## src/hw/cpu_pkg.sv

```systemverilog
package cpu_pkg;

	// ----------------------------------------------------------
	// Widths
	// ----------------------------------------------------------
	typedef logic [15:0] word_t;     // Data, address and instruction word
	typedef logic [3:0]  reg_idx_t;  // Register number
	typedef logic [2:0]  flag_t;     // Z, V, N

	// Bit positions inside flag_t
	localparam int flag_z = 2;
	localparam int flag_v = 1;
	localparam int flag_n = 0;

	// ----------------------------------------------------------
	// Encodings
	// ----------------------------------------------------------
	typedef enum logic [3:0] {
		op_add = 4'h0,
		op_sub = 4'h1,
		op_xor = 4'h2,
		op_and = 4'h3,
		op_sll = 4'h4,  // rt field holds the shift amount
		op_sra = 4'h5,
		op_lw  = 4'h8,
		op_sw  = 4'h9,
		op_lhb = 4'ha,
		op_llb = 4'hb,
		op_b   = 4'hc,  // PC relative
		op_br  = 4'hd,  // Register target
		op_hlt = 4'hf
	} opcode_e;

	typedef enum logic [2:0] {
		cond_ne, cond_eq, cond_gt, cond_lt, cond_ge, cond_le, cond_ovfl, cond_always
	} cond_e;

	typedef enum logic [1:0] {fwd_none, fwd_mem, fwd_wb} fwd_e;

	typedef enum logic [1:0] {arb_idle, arb_req, arb_wait_low} arb_state_e;

	localparam word_t reset_pc   = 16'h0000;  // First fetch
	localparam word_t instr_step = 16'h0002;  // Byte addressed, one word per instr

endpackage
```

## src/hw/cpu.sv

```systemverilog
module cpu (
	input  logic           clk,
	input  logic           rst_n,
	output logic           mem_req,
	output cpu_pkg::word_t mem_addr,
	output logic           mem_we,
	output cpu_pkg::word_t mem_wdata,
	input  logic           mem_ack,
	input  cpu_pkg::word_t mem_rdata,
	output logic           hlt,
	output cpu_pkg::word_t pc_out
);

	// Stall control and arbiter side
	logic adv_back, adv_front, load_stall, fetch_stop;
	logic fetch_req, fetch_busy, fetch_done, fetch_got;
	logic data_req, data_busy, data_done, data_got;
	cpu_pkg::word_t rd_word, fetch_buf, data_buf, fetch_word, load_word;
	cpu_pkg::word_t pc;
	logic hlt_q;

	// Decode
	logic id_valid, id_is_halt;
	cpu_pkg::word_t id_instr, id_pc_plus, id_data_a, id_data_b;
	cpu_pkg::opcode_e id_op;
	cpu_pkg::reg_idx_t id_rs, id_rt;

	// Execute
	logic ex_valid, ex_is_alu, ex_is_shift, ex_is_load, ex_wen, taken;
	cpu_pkg::word_t ex_instr, ex_pc_plus, ex_data_a, ex_data_b;
	cpu_pkg::reg_idx_t ex_rs, ex_rt;
	cpu_pkg::opcode_e ex_op;
	cpu_pkg::fwd_e fwd_a, fwd_b;
	cpu_pkg::word_t op_a, op_b, alu_b, alu_result, ex_result, ex_eaddr, target;
	cpu_pkg::flag_t alu_flags, alu_flag_wen;

	// Memory and writeback
	logic mem_valid, mem_regw, wb_valid, wb_regw;
	cpu_pkg::opcode_e mem_op;
	cpu_pkg::reg_idx_t mem_rd, wb_rd;
	cpu_pkg::word_t mem_result, mem_eaddr, mem_sdata, mem_data_out, wb_data;

	// Back half moves on any cycle the port is quiet
	assign adv_back  = !fetch_busy && !data_busy;
	assign adv_front = adv_back && !load_stall;  // PC and IF/ID also wait on load-use

	// ----------------------------------------------------------
	// Fetch
	// ----------------------------------------------------------
	assign fetch_req  = !fetch_stop && !fetch_got;
	assign fetch_word = fetch_got ? fetch_buf : rd_word;  // Parked word or fresh one
	assign pc_out     = pc;

	always_ff @(posedge clk) begin
		if (!rst_n) begin
			pc        <= cpu_pkg::reset_pc;
			fetch_got <= 1'b0;
			data_got  <= 1'b0;
			id_valid  <= 1'b0;
		end else begin
			if (adv_front && !fetch_stop)
				pc <= taken ? target : pc + cpu_pkg::instr_step;
			if (adv_front)
				fetch_got <= 1'b0;
			else if (fetch_done)
				fetch_got <= 1'b1;  // Fetch finished under another stall
			if (adv_back)
				data_got <= 1'b0;
			else if (data_done)
				data_got <= 1'b1;  // Never repeat a store
			if (adv_front)
				id_valid <= !fetch_stop && !taken;
		end
	end

	// Words held across stalls
	always_ff @(posedge clk) begin
		if (fetch_done && !adv_front)
			fetch_buf <= rd_word;
		if (data_done && !adv_back)
			data_buf <= rd_word;
		if (adv_front) begin
			id_instr   <= fetch_word;
			id_pc_plus <= pc + cpu_pkg::instr_step;
		end
	end

	// ----------------------------------------------------------
	// Decode
	// ----------------------------------------------------------
	assign id_op = cpu_pkg::opcode_e'(id_instr[15:12]);
	// LHB and LLB merge into the old rd
	assign id_rs = (id_op == cpu_pkg::op_lhb || id_op == cpu_pkg::op_llb) ? id_instr[11:8]
		: id_instr[7:4];
	assign id_rt = (id_op == cpu_pkg::op_sw) ? id_instr[11:8] : id_instr[3:0];  // Store data
	assign id_is_halt = id_valid && id_op == cpu_pkg::op_hlt && !taken;

	always_ff @(posedge clk) begin
		if (!rst_n)
			ex_valid <= 1'b0;
		else if (adv_back)
			ex_valid <= id_valid && !load_stall && !taken;  // Bubble on stall or squash
	end

	always_ff @(posedge clk) begin
		if (adv_back) begin
			ex_instr   <= id_instr;
			ex_pc_plus <= id_pc_plus;
			ex_data_a  <= id_data_a;
			ex_data_b  <= id_data_b;
			ex_rs      <= id_rs;
			ex_rt      <= id_rt;
		end
	end

	// ----------------------------------------------------------
	// Execute
	// ----------------------------------------------------------
	assign ex_op       = cpu_pkg::opcode_e'(ex_instr[15:12]);
	assign ex_is_alu   = (ex_instr[15:12] < 4'd6);
	assign ex_is_shift = (ex_op == cpu_pkg::op_sll || ex_op == cpu_pkg::op_sra);
	assign ex_is_load  = ex_valid && ex_op == cpu_pkg::op_lw;
	assign ex_wen = ex_is_alu || ex_op == cpu_pkg::op_lw || ex_op == cpu_pkg::op_lhb
		|| ex_op == cpu_pkg::op_llb;

	always_comb begin
		case (fwd_a)
			cpu_pkg::fwd_mem: op_a = mem_result;
			cpu_pkg::fwd_wb:  op_a = wb_data;
			default:          op_a = ex_data_a;
		endcase
		case (fwd_b)
			cpu_pkg::fwd_mem: op_b = mem_result;
			cpu_pkg::fwd_wb:  op_b = wb_data;
			default:          op_b = ex_data_b;
		endcase
	end

	assign alu_b = ex_is_shift ? {12'h000, ex_instr[3:0]} : op_b;  // Shift amount unsigned

	always_comb begin
		case (ex_op)
			cpu_pkg::op_lhb: ex_result = {ex_instr[7:0], op_a[7:0]};
			cpu_pkg::op_llb: ex_result = {op_a[15:8], ex_instr[7:0]};
			default:         ex_result = alu_result;
		endcase
	end

	// Base word aligned, offset in words
	assign ex_eaddr = (op_a & 16'hfffe) + {{11{ex_instr[3]}}, ex_instr[3:0], 1'b0};

	always_ff @(posedge clk) begin
		if (!rst_n)
			mem_valid <= 1'b0;
		else if (adv_back)
			mem_valid <= ex_valid;
	end

	always_ff @(posedge clk) begin
		if (adv_back) begin
			mem_op     <= ex_op;
			mem_rd     <= ex_instr[11:8];
			mem_regw   <= ex_wen;
			mem_result <= ex_result;
			mem_eaddr  <= ex_eaddr;
			mem_sdata  <= op_b;  // Forwarded store data
		end
	end

	// ----------------------------------------------------------
	// Memory and writeback
	// ----------------------------------------------------------
	assign data_req = mem_valid && !data_got
		&& (mem_op == cpu_pkg::op_lw || mem_op == cpu_pkg::op_sw);
	assign load_word    = data_got ? data_buf : rd_word;
	assign mem_data_out = (mem_op == cpu_pkg::op_lw) ? load_word : mem_result;

	always_ff @(posedge clk) begin
		if (!rst_n) begin
			wb_valid <= 1'b0;
			hlt_q    <= 1'b0;
		end else if (adv_back) begin
			wb_valid <= mem_valid;
			if (mem_valid && mem_op == cpu_pkg::op_hlt)
				hlt_q <= 1'b1;  // Sticky until reset
		end
	end

	always_ff @(posedge clk) begin
		if (adv_back) begin
			wb_rd   <= mem_rd;
			wb_regw <= mem_regw;
			wb_data <= mem_data_out;
		end
	end

	assign hlt = hlt_q;

	// ----------------------------------------------------------
	// Units
	// ----------------------------------------------------------
	mem_arbiter i_arb (
		.clk        (clk),
		.rst_n      (rst_n),
		.fetch_req  (fetch_req),
		.fetch_addr (pc),
		.data_req   (data_req),
		.data_we    (mem_op == cpu_pkg::op_sw),
		.data_addr  (mem_eaddr),
		.data_wdata (mem_sdata),
		.fetch_busy (fetch_busy),
		.data_busy  (data_busy),
		.fetch_done (fetch_done),
		.data_done  (data_done),
		.rd_word    (rd_word),
		.mem_req    (mem_req),
		.mem_addr   (mem_addr),
		.mem_we     (mem_we),
		.mem_wdata  (mem_wdata),
		.mem_ack    (mem_ack),
		.mem_rdata  (mem_rdata)
	);

	register_file i_rf (
		.clk       (clk),
		.rst_n     (rst_n),
		.rd_sel_1  (id_rs),
		.rd_sel_2  (id_rt),
		.wr_sel    (wb_rd),
		.wr_en     (wb_valid && wb_regw),
		.wr_data   (wb_data),
		.rd_data_1 (id_data_a),
		.rd_data_2 (id_data_b)
	);

	alu i_alu (
		.in_a     (op_a),
		.in_b     (alu_b),
		.op       (ex_op),
		.result   (alu_result),
		.flags    (alu_flags),
		.flag_wen (alu_flag_wen)
	);

	hazard_unit i_hazard (
		.clk         (clk),
		.rst_n       (rst_n),
		.ex_rs       (ex_rs),
		.ex_rt       (ex_rt),
		.mem_rd      (mem_rd),
		.wb_rd       (wb_rd),
		.mem_wen     (mem_valid && mem_regw),
		.wb_wen      (wb_valid && wb_regw),
		.ex_is_load  (ex_is_load),
		.ex_rd       (ex_instr[11:8]),
		.id_rs       (id_rs),
		.id_rt       (id_rt),
		.id_is_halt  (id_is_halt),
		.fwd_a       (fwd_a),
		.fwd_b       (fwd_b),
		.load_stall  (load_stall),
		.fetch_stop  (fetch_stop)
	);

	branch_unit i_branch (
		.clk           (clk),
		.rst_n         (rst_n),
		.ex_valid      (ex_valid),
		.flush         (!adv_back),  // EX result not committed this cycle
		.flags         (alu_flags),
		.flag_wen      (alu_flag_wen),
		.is_branch     (ex_op == cpu_pkg::op_b),
		.is_branch_reg (ex_op == cpu_pkg::op_br),
		.cond          (cpu_pkg::cond_e'(ex_instr[11:9])),
		.offset        (ex_instr[8:0]),
		.pc_plus       (ex_pc_plus),
		.reg_target    (op_a),
		.taken         (taken),
		.target        (target)
	);

endmodule

```

## src/hw/mem_arbiter.sv

```systemverilog
module mem_arbiter (
	input  logic           clk,
	input  logic           rst_n,
	input  logic           fetch_req,
	input  cpu_pkg::word_t fetch_addr,
	input  logic           data_req,
	input  logic           data_we,
	input  cpu_pkg::word_t data_addr,
	input  cpu_pkg::word_t data_wdata,
	output logic           fetch_busy,
	output logic           data_busy,
	output logic           fetch_done,
	output logic           data_done,
	output cpu_pkg::word_t rd_word,
	output logic           mem_req,
	output cpu_pkg::word_t mem_addr,
	output logic           mem_we,
	output cpu_pkg::word_t mem_wdata,
	input  logic           mem_ack,
	input  cpu_pkg::word_t mem_rdata
);

	cpu_pkg::arb_state_e state;
	logic grant_data;  // Owner of the access in flight
	logic start;

	assign start = (state == cpu_pkg::arb_idle) && (data_req || fetch_req);

	always_ff @(posedge clk) begin
		if (!rst_n) begin
			state      <= cpu_pkg::arb_idle;
			mem_req    <= 1'b0;
			mem_we     <= 1'b0;
			grant_data <= 1'b0;
			fetch_done <= 1'b0;
			data_done  <= 1'b0;
		end else begin
			fetch_done <= 1'b0;  // Pulses
			data_done  <= 1'b0;
			case (state)
				cpu_pkg::arb_idle: begin
					if (start) begin
						mem_req    <= 1'b1;
						mem_we     <= data_req && data_we;  // Data is older, wins
						grant_data <= data_req;
						state      <= cpu_pkg::arb_req;
					end
				end
				cpu_pkg::arb_req: begin
					if (mem_ack) begin
						mem_req    <= 1'b0;
						fetch_done <= !grant_data;
						data_done  <= grant_data;
						state      <= cpu_pkg::arb_wait_low;
					end
				end
				cpu_pkg::arb_wait_low: begin
					if (!mem_ack)
						state <= cpu_pkg::arb_idle;  // Port free again
				end
				default: state <= cpu_pkg::arb_idle;
			endcase
		end
	end

	// Address and data stay put for the whole transaction
	always_ff @(posedge clk) begin
		if (start) begin
			mem_addr  <= data_req ? data_addr : fetch_addr;
			mem_wdata <= data_wdata;
		end
		if (state == cpu_pkg::arb_req && mem_ack)
			rd_word <= mem_rdata;
	end

	assign fetch_busy = fetch_req && !fetch_done;
	assign data_busy  = data_req && !data_done;

endmodule

```

## src/hw/branch_unit.sv

```systemverilog
module branch_unit (
	input  logic           clk,
	input  logic           rst_n,
	input  logic           ex_valid,
	input  logic           flush,
	input  cpu_pkg::flag_t flags,
	input  cpu_pkg::flag_t flag_wen,
	input  logic           is_branch,
	input  logic           is_branch_reg,
	input  cpu_pkg::cond_e cond,
	input  logic [8:0]     offset,
	input  cpu_pkg::word_t pc_plus,
	input  cpu_pkg::word_t reg_target,
	output logic           taken,
	output cpu_pkg::word_t target
);

	cpu_pkg::flag_t flag_q;
	logic z, v, n;
	logic cond_true;

	// Per-flag write, only when the EX instruction commits
	always_ff @(posedge clk) begin
		if (!rst_n)
			flag_q <= '0;
		else if (ex_valid && !flush)
			flag_q <= (flag_q & ~flag_wen) | (flags & flag_wen);
	end

	assign z = flag_q[cpu_pkg::flag_z];
	assign v = flag_q[cpu_pkg::flag_v];
	assign n = flag_q[cpu_pkg::flag_n];

	always_comb begin
		case (cond)
			cpu_pkg::cond_ne:   cond_true = !z;
			cpu_pkg::cond_eq:   cond_true = z;
			cpu_pkg::cond_gt:   cond_true = !z && !n;
			cpu_pkg::cond_lt:   cond_true = n;
			cpu_pkg::cond_ge:   cond_true = z || !n;
			cpu_pkg::cond_le:   cond_true = z || n;
			cpu_pkg::cond_ovfl: cond_true = v;
			default:            cond_true = 1'b1;  // Unconditional
		endcase
	end

	assign taken  = ex_valid && (is_branch || is_branch_reg) && cond_true;
	assign target = is_branch_reg ? reg_target
		: pc_plus + {{6{offset[8]}}, offset, 1'b0};  // Word offset from PC+2

endmodule

```

## src/hw/hazard_unit.sv

```systemverilog
module hazard_unit (
	input  logic              clk,
	input  logic              rst_n,
	input  cpu_pkg::reg_idx_t ex_rs,
	input  cpu_pkg::reg_idx_t ex_rt,
	input  cpu_pkg::reg_idx_t mem_rd,
	input  cpu_pkg::reg_idx_t wb_rd,
	input  logic              mem_wen,
	input  logic              wb_wen,
	input  logic              ex_is_load,
	input  cpu_pkg::reg_idx_t ex_rd,
	input  cpu_pkg::reg_idx_t id_rs,
	input  cpu_pkg::reg_idx_t id_rt,
	input  logic              id_is_halt,
	output cpu_pkg::fwd_e     fwd_a,
	output cpu_pkg::fwd_e     fwd_b,
	output logic              load_stall,
	output logic              fetch_stop
);

	logic halt_seen;

	// Youngest writer first
	always_comb begin
		if (mem_wen && mem_rd == ex_rs)
			fwd_a = cpu_pkg::fwd_mem;
		else if (wb_wen && wb_rd == ex_rs)
			fwd_a = cpu_pkg::fwd_wb;
		else
			fwd_a = cpu_pkg::fwd_none;
		if (mem_wen && mem_rd == ex_rt)
			fwd_b = cpu_pkg::fwd_mem;
		else if (wb_wen && wb_rd == ex_rt)
			fwd_b = cpu_pkg::fwd_wb;
		else
			fwd_b = cpu_pkg::fwd_none;
	end

	// Load data only exists after MEM, one bubble needed
	assign load_stall = ex_is_load && (ex_rd == id_rs || ex_rd == id_rt);

	always_ff @(posedge clk) begin
		if (!rst_n)
			halt_seen <= 1'b0;
		else if (id_is_halt)
			halt_seen <= 1'b1;
	end

	assign fetch_stop = halt_seen || id_is_halt;  // Blocks the fetch behind HLT at once

endmodule

```

## src/hw/alu.sv

```systemverilog
module alu (
	input  cpu_pkg::word_t   in_a,
	input  cpu_pkg::word_t   in_b,
	input  cpu_pkg::opcode_e op,
	output cpu_pkg::word_t   result,
	output cpu_pkg::flag_t   flags,
	output cpu_pkg::flag_t   flag_wen
);

	logic ovf;

	always_comb begin
		result   = in_a + in_b;
		ovf      = 1'b0;
		flag_wen = '0;
		case (op)
			cpu_pkg::op_add: begin
				result   = in_a + in_b;  // Wraps
				ovf      = (in_a[15] == in_b[15]) && (result[15] != in_a[15]);
				flag_wen = '1;
			end
			cpu_pkg::op_sub: begin
				result   = in_a - in_b;
				ovf      = (in_a[15] != in_b[15]) && (result[15] != in_a[15]);
				flag_wen = '1;
			end
			cpu_pkg::op_xor: begin
				result                   = in_a ^ in_b;
				flag_wen[cpu_pkg::flag_z] = 1'b1;
			end
			cpu_pkg::op_and: begin
				result                   = in_a & in_b;
				flag_wen[cpu_pkg::flag_z] = 1'b1;
			end
			cpu_pkg::op_sll: begin
				result                   = in_a << in_b[3:0];
				flag_wen[cpu_pkg::flag_z] = 1'b1;
			end
			cpu_pkg::op_sra: begin
				result                   = cpu_pkg::word_t'($signed(in_a) >>> in_b[3:0]);
				flag_wen[cpu_pkg::flag_z] = 1'b1;
			end
			default: ;  // No flag change outside the ALU group
		endcase
		flags                  = '0;
		flags[cpu_pkg::flag_z] = (result == '0);
		flags[cpu_pkg::flag_v] = ovf;
		flags[cpu_pkg::flag_n] = result[15];
	end

endmodule

```

## src/hw/register_file.sv

```systemverilog
module register_file (
	input  logic              clk,
	input  logic              rst_n,
	input  cpu_pkg::reg_idx_t rd_sel_1,
	input  cpu_pkg::reg_idx_t rd_sel_2,
	input  cpu_pkg::reg_idx_t wr_sel,
	input  logic              wr_en,
	input  cpu_pkg::word_t    wr_data,
	output cpu_pkg::word_t    rd_data_1,
	output cpu_pkg::word_t    rd_data_2
);

	cpu_pkg::word_t regs [16];  // r0 is a normal register

	always_ff @(posedge clk) begin
		if (!rst_n) begin
			for (int i = 0; i < 16; i++)
				regs[i] <= '0;
		end else if (wr_en) begin
			regs[wr_sel] <= wr_data;
		end
	end

	// Write-through so decode sees the writeback value
	assign rd_data_1 = (wr_en && wr_sel == rd_sel_1) ? wr_data : regs[rd_sel_1];
	assign rd_data_2 = (wr_en && wr_sel == rd_sel_2) ? wr_data : regs[rd_sel_2];

endmodule

```

## config.mk

```make
export PLATFORM = sky130hd
export DESIGN_NAME = cpu
export DESIGN_NICKNAME = d
export VERILOG_FILES = /design/src/hw/cpu_pkg.sv /design/src/hw/cpu.sv /design/src/hw/mem_arbiter.sv /design/src/hw/branch_unit.sv /design/src/hw/hazard_unit.sv /design/src/hw/alu.sv /design/src/hw/register_file.sv
export SDC_FILE = /design/constraint.sdc
export NUM_CORES = 1
export LEC_CHECK = 0
export ABC_AREA = 1
export BUFFER_PORTS_ARGS = -buffer_cell sky130_fd_sc_hd__buf_2
export CORE_ASPECT_RATIO = 0.5
export CORE_MARGIN = 2
export CORE_UTILIZATION = 50
export DETAILED_ROUTE_END_ITERATION = 8
export PLACE_DENSITY_LB_ADDON = 0.25
export REMOVE_ABC_BUFFERS = 1
export SYNTH_ARGS = -nofsm -noshare
export SYNTH_HDL_FRONTEND = slang
export SYNTH_HIERARCHICAL = 1
export SYNTH_SLANG_ARGS = --single-unit
```

## constraint.sdc

```tcl
create_clock -name clk -period 7.3 [get_ports clk]
set_input_delay 0.73 -clock clk [delete_from_list [all_inputs] [get_ports clk]]
set_output_delay 0.73 -clock clk [all_outputs]
set_load 0.02 [all_outputs]
```

# Yosys cells after proc, flatten, opt, wreduce, memory -nomap -nowiden
# Memories as Yosys holds them, arrays and structs flattened.
# Cells that the tools add are included.
word_totals:
  ff_bits: 296
  latch_bits: 0
  ramBits: 256
  romBits: 0
  inputBits: 19
  out_inout_bits: 51
  word_cells: 211
  memories: 1
mem_list:
  columns: ["memory", "depth", "width", "rd", "rd_ports_with_merged_regs", "write_ports", "line", "source"]
  rows:
  - ["i_rf.regs", 16, 16, 2, 0, 16, "register_file.sv:13", "cpu_pkg::word_t regs [16];"]
classes:
  n_addsub: 5
  n_mul: 0
  div: 0
  n_lt_le_gt_ge: 1
  n_eq_ne: 44
  shift: 2
  n_mux: 37
  n_bitwise: 7
  n_reduce_logical: 76
op_table:
  columns: ["operator", "n"]
  rows:
  - ["16-bit 2-to-1 mux", 10]
  - ["16-bit case mux with 2 select lines", 3]
  - ["16-bit case mux with 5 select lines", 1]
  - ["16-bit adder", 3]
  - ["4-bit equality test, second input constant", 12]
  - ["1-bit logical AND", 35]
  - ["4-bit equality test", 8]
  - ["16-bit by 2-bit adder with 16-bit output, second input constant", 1]
  - ["16-bit AND", 1]
  - ["16-bit zero test", 1]
  - ["2-bit 2-to-1 mux", 8]
  - ["16-bit OR reduction", 1]
  - ["16-bit by 4-bit << shifter with 16-bit output", 1]
  - ["16-bit by 4-bit >>> shifter with 16-bit output", 1]
  - ["16-bit subtractor", 1]
  - ["16-bit bitwise XOR", 1]
  - ["1-bit zero test", 14]
  - ["1-bit logical OR", 12]
  - ["4-bit 2-to-1 mux", 3]
  - ["3-bit equality test, second input constant", 3]
  - ["3-bit AND reduction", 3]
  - ["4-bit by 2-bit equality test with 1-bit output, second input constant", 2]
  - ["4-bit by 3-bit equality test with 1-bit output, second input constant", 2]
  - ["1-bit 2-to-1 mux", 8]
  - ["other kinds (24)", 37]

# Longest topological paths before layout
# Gate-level depths: netlist (run 1).
logic_depth:
  depth_word: 15
  depth_mapped: 36

# By module
# Netlist (run 1), hierarchy kept.
by_module_without_submodules:
  columns: ["mod", "n_inst", "cells_per_inst", "area_each_um2", "seq_area_each_um2"]
  rows:
  - ["register_file", 1, 2091, 15499.9, 7687.4]
  - ["cpu", 1, 1015, 10543.9, 6856.6]
  - ["alu", 1, 825, 4131.5, 0.0]
  - ["mem_arbiter", 1, 134, 1943.1, 1581.5]
  - ["branch_unit", 1, 247, 1247.4, 60.1]
  - ["hazard_unit", 1, 105, 465.4, 20.0]

# Worst setup path before layout (run 1)
# Ideal clock, no wire load.
synth_path:
  path_kind: "reg2reg"
  start: "register ex_instr[14]"
  end: "register fetch_buf[0] (enable)"
  setup_ns: 0.339
  arrival_time_ns: 5.064
  path_slack_ns: 1.898
  path_stages_with_launch: 17
  n_path_buf: 0
  cell_sequence: "edfxtp_1 > inv_1 > nor4_1 > o21ai_0 > a21oi_1 > o31a_1 > inv_1 > nand2_1 > nor2_1 > or2_2 > nor2_1 > inv_1 > nor2_1 > nor2_4 > nand2_4 > inv_2 > nor2_1"
synth_between:
  elab_chain_cells: 15
synth_rtl:
  columns: ["element", "line", "source"]
  rows:
  - ["from (decl)", "cpu.sv:30", "cpu_pkg::word_t ex_instr, ex_pc_plus, ex_data_a, ex_data_b;"]
  - ["from (signal assigned)", "cpu.sv:107", "ex_instr <= id_instr;"]
  - ["4-bit equality test (on tied branches)", "cpu.sv:272, cpu.sv:273", null]
  - ["1-bit logical OR (*)", "branch_unit.sv:47", "assign taken = ex_valid && (is_branch || is_branch_reg) && cond_true;"]
  - ["1-bit logical AND (*) (2 in series)", "branch_unit.sv:47", null]
  - ["named net taken", "cpu.sv:29", "logic ex_valid, ex_is_alu, ex_is_shift, ex_is_load, ex_wen, taken;"]
  - ["1-bit zero test (*)", "cpu.sv:96", "assign id_is_halt = id_valid && id_op == cpu_pkg::op_hlt && !taken;"]
  - ["1-bit logical AND (*)", "cpu.sv:96", null]
  - ["named net id_is_halt", "cpu.sv:23", "logic id_valid, id_is_halt;"]
  - ["1-bit logical OR (*)", "hazard_unit.sv:49", "assign fetch_stop = halt_seen || id_is_halt;"]
  - ["named net fetch_stop", "cpu.sv:15", "logic adv_back, adv_front, load_stall, fetch_stop;"]
  - ["[2 not listed]", null, null]
  - ["named net fetch_req", "cpu.sv:16", "logic fetch_req, fetch_busy, fetch_done, fetch_got;"]
  - ["[1 not listed]", null, null]
  - ["named net fetch_busy", "cpu.sv:16", null]
  - ["1-bit zero test (*)", "cpu.sv:44", "assign adv_back = !fetch_busy && !data_busy;"]
  - ["1-bit logical AND (*)", "cpu.sv:44", null]
  - ["named net adv_back", "cpu.sv:15", null]
  - ["1-bit logical AND (*)", "cpu.sv:45", "assign adv_front = adv_back && !load_stall;"]
  - ["named net adv_front", "cpu.sv:15", null]
  - ["1-bit zero test (*)", "cpu.sv:78", "if (fetch_done && !adv_front)"]
  - ["1-bit logical AND (*)", "cpu.sv:78", null]
  - ["to (signal assigned)", "cpu.sv:79", "fetch_buf <= rd_word;"]
  - ["to (decl)", "cpu.sv:18", "cpu_pkg::word_t rd_word, fetch_buf, data_buf, fetch_word, load_word;"]
# Mark *: on every way through the listed nets, which the timed path passes. The rest lies on a longest branch.
# A chain may end at the register's enable or synchronous reset.

==> results of run 1 <==
## registers in the layout (all words and copies together) (netlist names), 16 cells and up, named ones only
signal,count
fetch_buf,16
pc_out,16
mem_sdata,16
i_arb/rd_word,16
id_pc_plus,16
data_buf,16
ex_data_a,16
mem_result,16
ex_pc_plus,16
i_rf/regs,256
i_arb/mem_addr,16
id_instr,16
ex_instr,16
wb_data,16
ex_data_b,16
i_arb/mem_wdata,16
## final cells by class
cell class / count / area share, %
Timing Repair Buffer: 104 / 1.67
Clock buffer: 63 / 3.73
Inverter: 632 / 6.59
Tap cell: 897 / 3.09
Multi-Input combinational cell: 3019 / 39.1
Clock inverter: 30 / 1.18
Sequential cell: 551 / 44.6
## power groups by stage
stage          logic (mW)  clock network (mW)  registers [mW]
2_1_floorplan        1.35                   0            3.86
6_report             2.06                2.92            3.81
3_5_place_dp         1.99                   0            3.88
4_1_cts              2.00                2.95            3.81
5_1_grt              2.24                3.07            3.83
3_3_place_gp         1.97                   0            3.88
## per-layer routing
metal / track usage, % / up-vias / wire length [um]
met1: 45.5 / 14400 / 47600
met2: 46.4 / 1846 / 47100
li1: - / 14100 / -
met4: 11.9 / 0 / 4460
met5: 0 / - / 0
met3: 7.73 / 251 / 13200
## cell families (layout without fill, tap and decap cells)
logic type | after synthesis | after routing | share of synthesized area [%]
fa+ha+maj | 72 | 72 | 2.75
buf+inv | 847 | 829 | 10.3
flops | 551 | 551 | 47.9
simple gates | 2617 | 2617 | 33.4
other cells | 1 | 1 | 0.0111
compound gates | 307 | 307 | 4.99
xor+xnor | 22 | 22 | 0.570
## cell usage in the layout (no fill, tap or decap), drive strengths merged, types with 3 or more instances in the layout
master and instances:
fa 4, edfxtp 517, clkinv 26, inv 625, o22ai 22, nand2 1427
o211ai 20, o21ai 130, or2 12, a31oi 3, clkbuf 63, xnor2 7
nand3 682, dfxtp 34, buf 104, xor2 15, a21oi 120, nor3 17
bufinv 9, nand3b 9, and2 12, ha 68, nor2 420, nand4 34
## through the flow
stage / utilization [%] / worst slack [ns] / hold slack [ns] / cell area (um2) / power [mW]
after floorplan: - / -6.80 / 0.400 / 32700 / 5.22
after global placement: 51.5 / 1.96 / 0.402 / 34500 / 5.85
after detailed placement: 51.5 / 1.92 / 0.405 / 34500 / 5.87
after CTS: 54.2 / 1.89 / 0.248 / 36300 / 8.76
after global routing: 54.2 / 1.23 / 0.255 / 36300 / 9.14
final: 54.2 / 1.76 / 0.281 / 36300 / 8.80
## how the worst max path moves through the flow
stage / endpoint / depth (start not counted)
2_1_floorplan: ex_data_a[14] / 11
3_3_place_gp: register / 26
3_5_place_dp: register / 28
4_1_cts: register / 28
5_1_grt: register / 29
6_report: register / 28
==> results.py, run 1 <==
metrics = {
    "clocking": {
        "clockBufferDepth": 3,
        "cts_root_buf": "clkbuf_16",
        "clk_pin_slew_ns": 0.08,
        "hold_buffers": 0,
        "worstSkewPairLatency_ns": 0.65,
        "cts_buffers": 51,
        "post_cts_resized": 0,
        "clock-sinks": 551,
        "cts_htree_levels": 2,
        "cts_tree": "done",
        "postCtsSetupBuffers": 0,
    },
    "routing": {
        "drtPass1Iterations": 6,
        "vias_per_cell": 5.77,
        "wl_per_cell_um": 21.2,
        "drt_iter0_drc": 4504,
        "wl_um": 112000,
        "vias": 30600,
        "drc_errors": 0,
        "ant_nets": 0,
    },
    "power": {
        "p_leak_nw": 16.7,
        "power_frac_clock_pct": 33.2,
        "ir_drop_mv": 0.172,
        "p_sw_share_pct": 33.1,
        "p_per_area_mw_per_mm2": 242,
        "seqPwrFrac_pct": 43.3,
        "p_switching_mw": 2.91,
        "cell_internal_pwr_mw": 5.89,
        "combPwrFrac_pct": 23.4,
    },
    "min_path": {
        "hold_depth": 1,
        "hold_end": "i_arb/rd_word[3]",
        "hold_class": "primary input to register",
        "hp-start": "mem_rdata[3]",
    },
    "critical_path": {
        "max_stage_delay_ns": 0.59,
        "critical_path_class": "register to register",
        "r2r_cells": 28,
        "cp_slowest_cell": "edfxtp_1",
        "required_ns": 7.86,
        "cp-start-kind": "register",
        "cp-startpoint": "wb_rd[3]",
        "cpLargestDelayFamily": "simple AND/OR/NAND/NOR gates",
        "arrival_ns": 6.10,
        "reg2reg_slack_ns": 1.76,
        "cp_num_buf_inv": 4,
        "r2r-start": "wb_rd[3]",
        "cp-end-kind": "register",
        "critPathMaxFanout": 19,
    },
    "die": {
        "rows": 67,
        "initial_core_util_pct": 50.5,
        "fp.coreArea_mm2": 0.0670,
        "die_h_um": 188,
        "ios": 70,
        "chipWidth_um": 372,
        "dieArea_mm2": 0.0699,
    },
    "sta": {
        "finalSetupViolCount": 0,
        "setup_tns_ns": 0,
        "fin_crit_sh_pct": 75.9,
        "finClkSkew_ns": 0.0360,
        "clock.fmax_mhz": 180,
        "worst_slew_pin_slew_ns": 1.06,
        "fin_crit_ns": 5.54,
        "rsz0062_at_grt": "false",
        "hold_viol_final": 0,
        "finalMaxSlewViolations": 0,
        "slew_headroom_pct": 29.1,
    },
    "global_route": {
        "grt_pass1_wl_um": 169000,
        "overflow": 0,
        "track_usage_pct": 31.8,
        "grt_pass1_vias": 28300,
        "grt_max_degree": 87,
        "antenna_found_initial": 0,
    },
    "synth": {
        "ys_ff_latch": 551,
        "synth_ff_type": "edfxtp_1",
        "synthCells": 4417,
        "synth_top_cells_by_count": "nand2_1, nand3_1, inv_1",
        "ys.warnings.count": 6,
        "yosys.cell_types.count": 63,
        "synth_area_leaders": "edfxtp_1, nand2_1, nand3_1",
        "avgSynthCellArea_um2": 7.66,
        "syn_area_mm2": 0.0338,
        "synth_top_area_share_pct": 45.9,
        "synth_top_area_cell": "edfxtp_1",
        "synthArstFlopShare_pct": 0,
        "synth-edff-count": 517,
        "synth.most_common_cell": "nand2_1",
        "synth_seq_area_share_pct": 47.9,
    },
    "placed_design": {
        "port_buffers": 69,
        "globalplace.congestion": 0.972,
        "dp_cells": 5203,
        "hpwl_um": 76200,
    },
    "final_layout": {
        "seq_area_mm2": 0.0162,
        "fin_nets": 4450,
        "n_fill_cell": 6263,
        "n_antenna_cell": 0,
        "multi_input_area_mm2": 0.0142,
        "drive_above_1_share_pct": 6.98,
        "synthToLayoutAreaGrowth_pct": 7.31,
        "fin_cells": 5296,
    },
    "job": {
        "maxCapViolations": 0,
    },
    "outcome": {
        "status": "completed",
    },
}
Note: power is estimated with default switching activity, not from simulation.
==> inputs of run 2 (changes only) <==
--- a/config.mk
+++ b/config.mk
@@ -5,7 +5,7 @@
 export SDC_FILE = /design/constraint.sdc
 export NUM_CORES = 1
 export LEC_CHECK = 0
-export ABC_AREA = 1
+export ABC_AREA = 0
 export BUFFER_PORTS_ARGS = -buffer_cell sky130_fd_sc_hd__buf_2
 export CORE_ASPECT_RATIO = 0.5
 export CORE_MARGIN = 2
==> constraint.sdc (replaced) <==
create_clock -name clk -period 5.3 [get_ports clk]
set_input_delay 0.53 -clock clk [delete_from_list [all_inputs] [get_ports clk]]
set_output_delay 0.53 -clock clk [all_outputs]
set_load 0.02 [all_outputs]
==> results.py, run 2 <==
metrics = {
    "synth": {
        "ys_ff_latch": 551,
        "synth_area_leaders": "edfxtp_1, mux4_2, and2_1",
        "synth_ff_type": "edfxtp_1",
        "synth_top_area_cell": "edfxtp_1",
        "ys.warnings.count": 6,
        "avgSynthCellArea_um2": 12.6,
        "yosys.cell_types.count": 94,
        "synth-edff-count": 517,
        "synth_seq_area_share_pct": 51.0,
        "synth.most_common_cell": "edfxtp_1",
        "synthArstFlopShare_pct": 0,
        "syn_area_mm2": 0.0318,
        "synth_top_cells_by_count": "edfxtp_1, and2_1, mux2i_1",
        "synth_top_area_share_pct": 48.8,
        "synthCells": 2528,
    },
    "die": {
        "ios": 70,
        "initial_core_util_pct": 50.5,
        "rows": 65,
        "dieArea_mm2": 0.0658,
        "chipWidth_um": 361,
        "die_h_um": 182,
        "fp.coreArea_mm2": 0.0629,
    },
    "critical_path": {
        "required_ns": 5.84,
        "critical_path_class": "register to register",
        "cp-start-kind": "register",
        "r2r-start": "ex_rt[2]",
        "cp-end-kind": "register",
        "cp-startpoint": "ex_rt[2]",
        "arrival_ns": 6.08,
        "critPathMaxFanout": 10,
    },
    "global_route": {
        "grt_max_degree": 98,
        "antenna_found_initial": 3,
        "grt_pass1_wl_um": 138000,
        "track_usage_pct": 27.9,
        "grt_pass1_vias": 21700,
        "overflow": 0,
    },
    "clocking": {
        "clk_pin_slew_ns": 0.07,
        "hold_buffers": 0,
        "worstSkewPairLatency_ns": 0.62,
        "cts_buffers": 50,
        "clock-sinks": 551,
        "cts_htree_levels": 2,
        "cts_tree": "done",
        "clockBufferDepth": 3,
        "cts_root_buf": "clkbuf_16",
    },
    "routing": {
        "drt_iter0_drc": 2645,
        "ant_nets": 0,
        "vias_per_cell": 6.15,
        "wl_um": 92700,
        "drtPass1Iterations": 5,
        "wl_per_cell_um": 25.6,
        "drc_errors": 0,
        "vias": 22200,
    },
    "placed_design": {
        "place_ws_ns": -0.262,
        "port_buffers": 69,
        "globalplace.congestion": 0.983,
        "hpwl_um": 63500,
        "postPlaceCellArea_mm2": 0.0344,
    },
    "sta": {
        "finClkSkew_ns": 0.0315,
        "slew_headroom_pct": 20.1,
        "timing.hold.ws_ns": 0.0841,
        "fin_crit_sh_pct": 105,
        "finalMaxSlewViolations": 0,
        "worst_slew_pin_slew_ns": 1.19,
        "rsz0062_at_grt": "true",
        "setup_ws_ns": -0.239,
        "hold_viol_final": 0,
        "clock.fmax_mhz": 181,
        "fin_crit_ns": 5.54,
        "finalSetupViolCount": 1,
    },
    "final_layout": {
        "final_area_mm2": 0.0365,
        "synthToLayoutAreaGrowth_pct": 14.7,
        "fin_nets": 2826,
        "n_antenna_cell": 0,
        "final_common_cell": "edfxtp_1",
        "drive_above_1_share_pct": 25.7,
        "fin_util_pct": 57.9,
        "largest_register_ffs": 256,
        "largest-register": "i_rf/regs",
        "layout.cells.most_common_list": "edfxtp_1, and2_1, buf_4, mux2i_1, nand2_1",
        "n_fill_cell": 5045,
    },
    "power": {
        "ir_drop_mv": 0.252,
        "p_switching_mw": 3.40,
        "cell_internal_pwr_mw": 8.40,
        "combPwrFrac_pct": 22.6,
        "fin_total_pwr_mw": 11.8,
        "p_per_area_mw_per_mm2": 324,
        "seqPwrFrac_pct": 44.5,
        "p_leak_nw": 13.6,
        "p_sw_share_pct": 28.8,
        "power_frac_clock_pct": 32.9,
    },
    "job": {
        "maxCapViolations": 0,
    },
    "min_path": {
        "hold_class": "primary input to register",
        "hp-start": "mem_rdata[6]",
    },
    "outcome": {
        "status": "complete, but fails checks",
        "violations": "negative setup slack",
    },
}
## run 2: cells by family (layout without fill, tap and decap cells)
kind of cell,after synthesis,count (layout),synth area share (%)
muxes,396,396,18.5
other,1,1,0.0118
xor gates and xnor gates,70,70,1.93
and+or+nand+nor,760,760,13.2
adders and majority gates,73,73,2.96
buffers and inverters,229,478,3.30
AOI/OAI and AO/OA,448,448,9.20
DFF,551,551,51.0
## run 2: critical path, stage by stage, from the launching register on
cell	delay (ns)
edfxtp_1	0.41
xnor2_1	0.18
nand2_1	0.11
nor4_4	0.35
nor2_2	0.07
buf_4	0.14
ha_4	0.34
nand2_1	0.08
o21ai_2	0.09
mux2_4	0.25
buf_6	0.17
mux2_2	0.37
mux4_2	0.51
nand3_1	0.13
a41oi_2	0.14
nor4b_2	0.34
or4b_1	0.46
or4_1	0.41
or4b_4	0.52
nor4_2	0.15
a31oi_1	0.11
nor2b_1	0.11
## run 2: per-stage QoR
step,TNS (ns),cells
global route,-0.673,3614
global placement,-0.184,3508
floorplan,-665.75,2350
CTS,-0.0743,3603
finish,-0.239,3614
detailed placement,-0.289,3508
## run 2: cell type report
| type | instances | area, um2 | area share [%] |
|---|---|---|---|
| flip-flops and latches | 551 | 16200 | 44.4 |
| inverters | 51 | 196 | 0.539 |
| multi-input cells | 1748 | 14800 | 40.6 |
| well taps | 837 | 1050 | 2.87 |
| clock inverters | 30 | 370 | 1.02 |
| repair buffers | 333 | 2460 | 6.74 |
| clock buffers | 64 | 1380 | 3.77 |
## run 2: power groups by stage
stage | clock, mW | combinational (mW) | sequential (mW)
5_1_grt | 4.13 | 2.84 | 5.28
3_3_place_gp | 0 | 2.54 | 5.34
6_report | 3.88 | 2.66 | 5.26
2_1_floorplan | 0 | 1.48 | 5.39
4_1_cts | 3.95 | 2.58 | 5.25
3_5_place_dp | 0 | 2.56 | 5.34
## run 2: per-layer routing
metal | up-vias | part of all wire (%) | global-route usage [%]
met1 | 11100 | 42 | 38.8
met4 | 0 | 3.0 | 8.02
met5 | - | 0 | 0
met3 | 151 | 8.0 | 4.56
met2 | 949 | 47 | 45.5
li1 | 10100 | - | -
## run 2: repair_timing
action | 4_1_cts | 5_1_grt
setup endpoints to repair | 3 | 7
pin swaps | 2 | 9
gates cloned | 0 | 1
hold endpoints to repair | 0 | 0
gates resized for setup | 26 | 47
setup buffers | 1 | 10
## run 2: path summary, 6_finish.rpt
| check | end | slack, ns | depth (start not counted) |
|---|---|---|---|
| setup / recovery | register | -0.24 | 21 |
| hold / removal | i_arb/rd_word[6] | 0.08 | 1 |
| setup reg to reg | register | -0.24 | 21 |
| hold reg to reg | ex_pc_plus[4] | 0.41 | 0 |
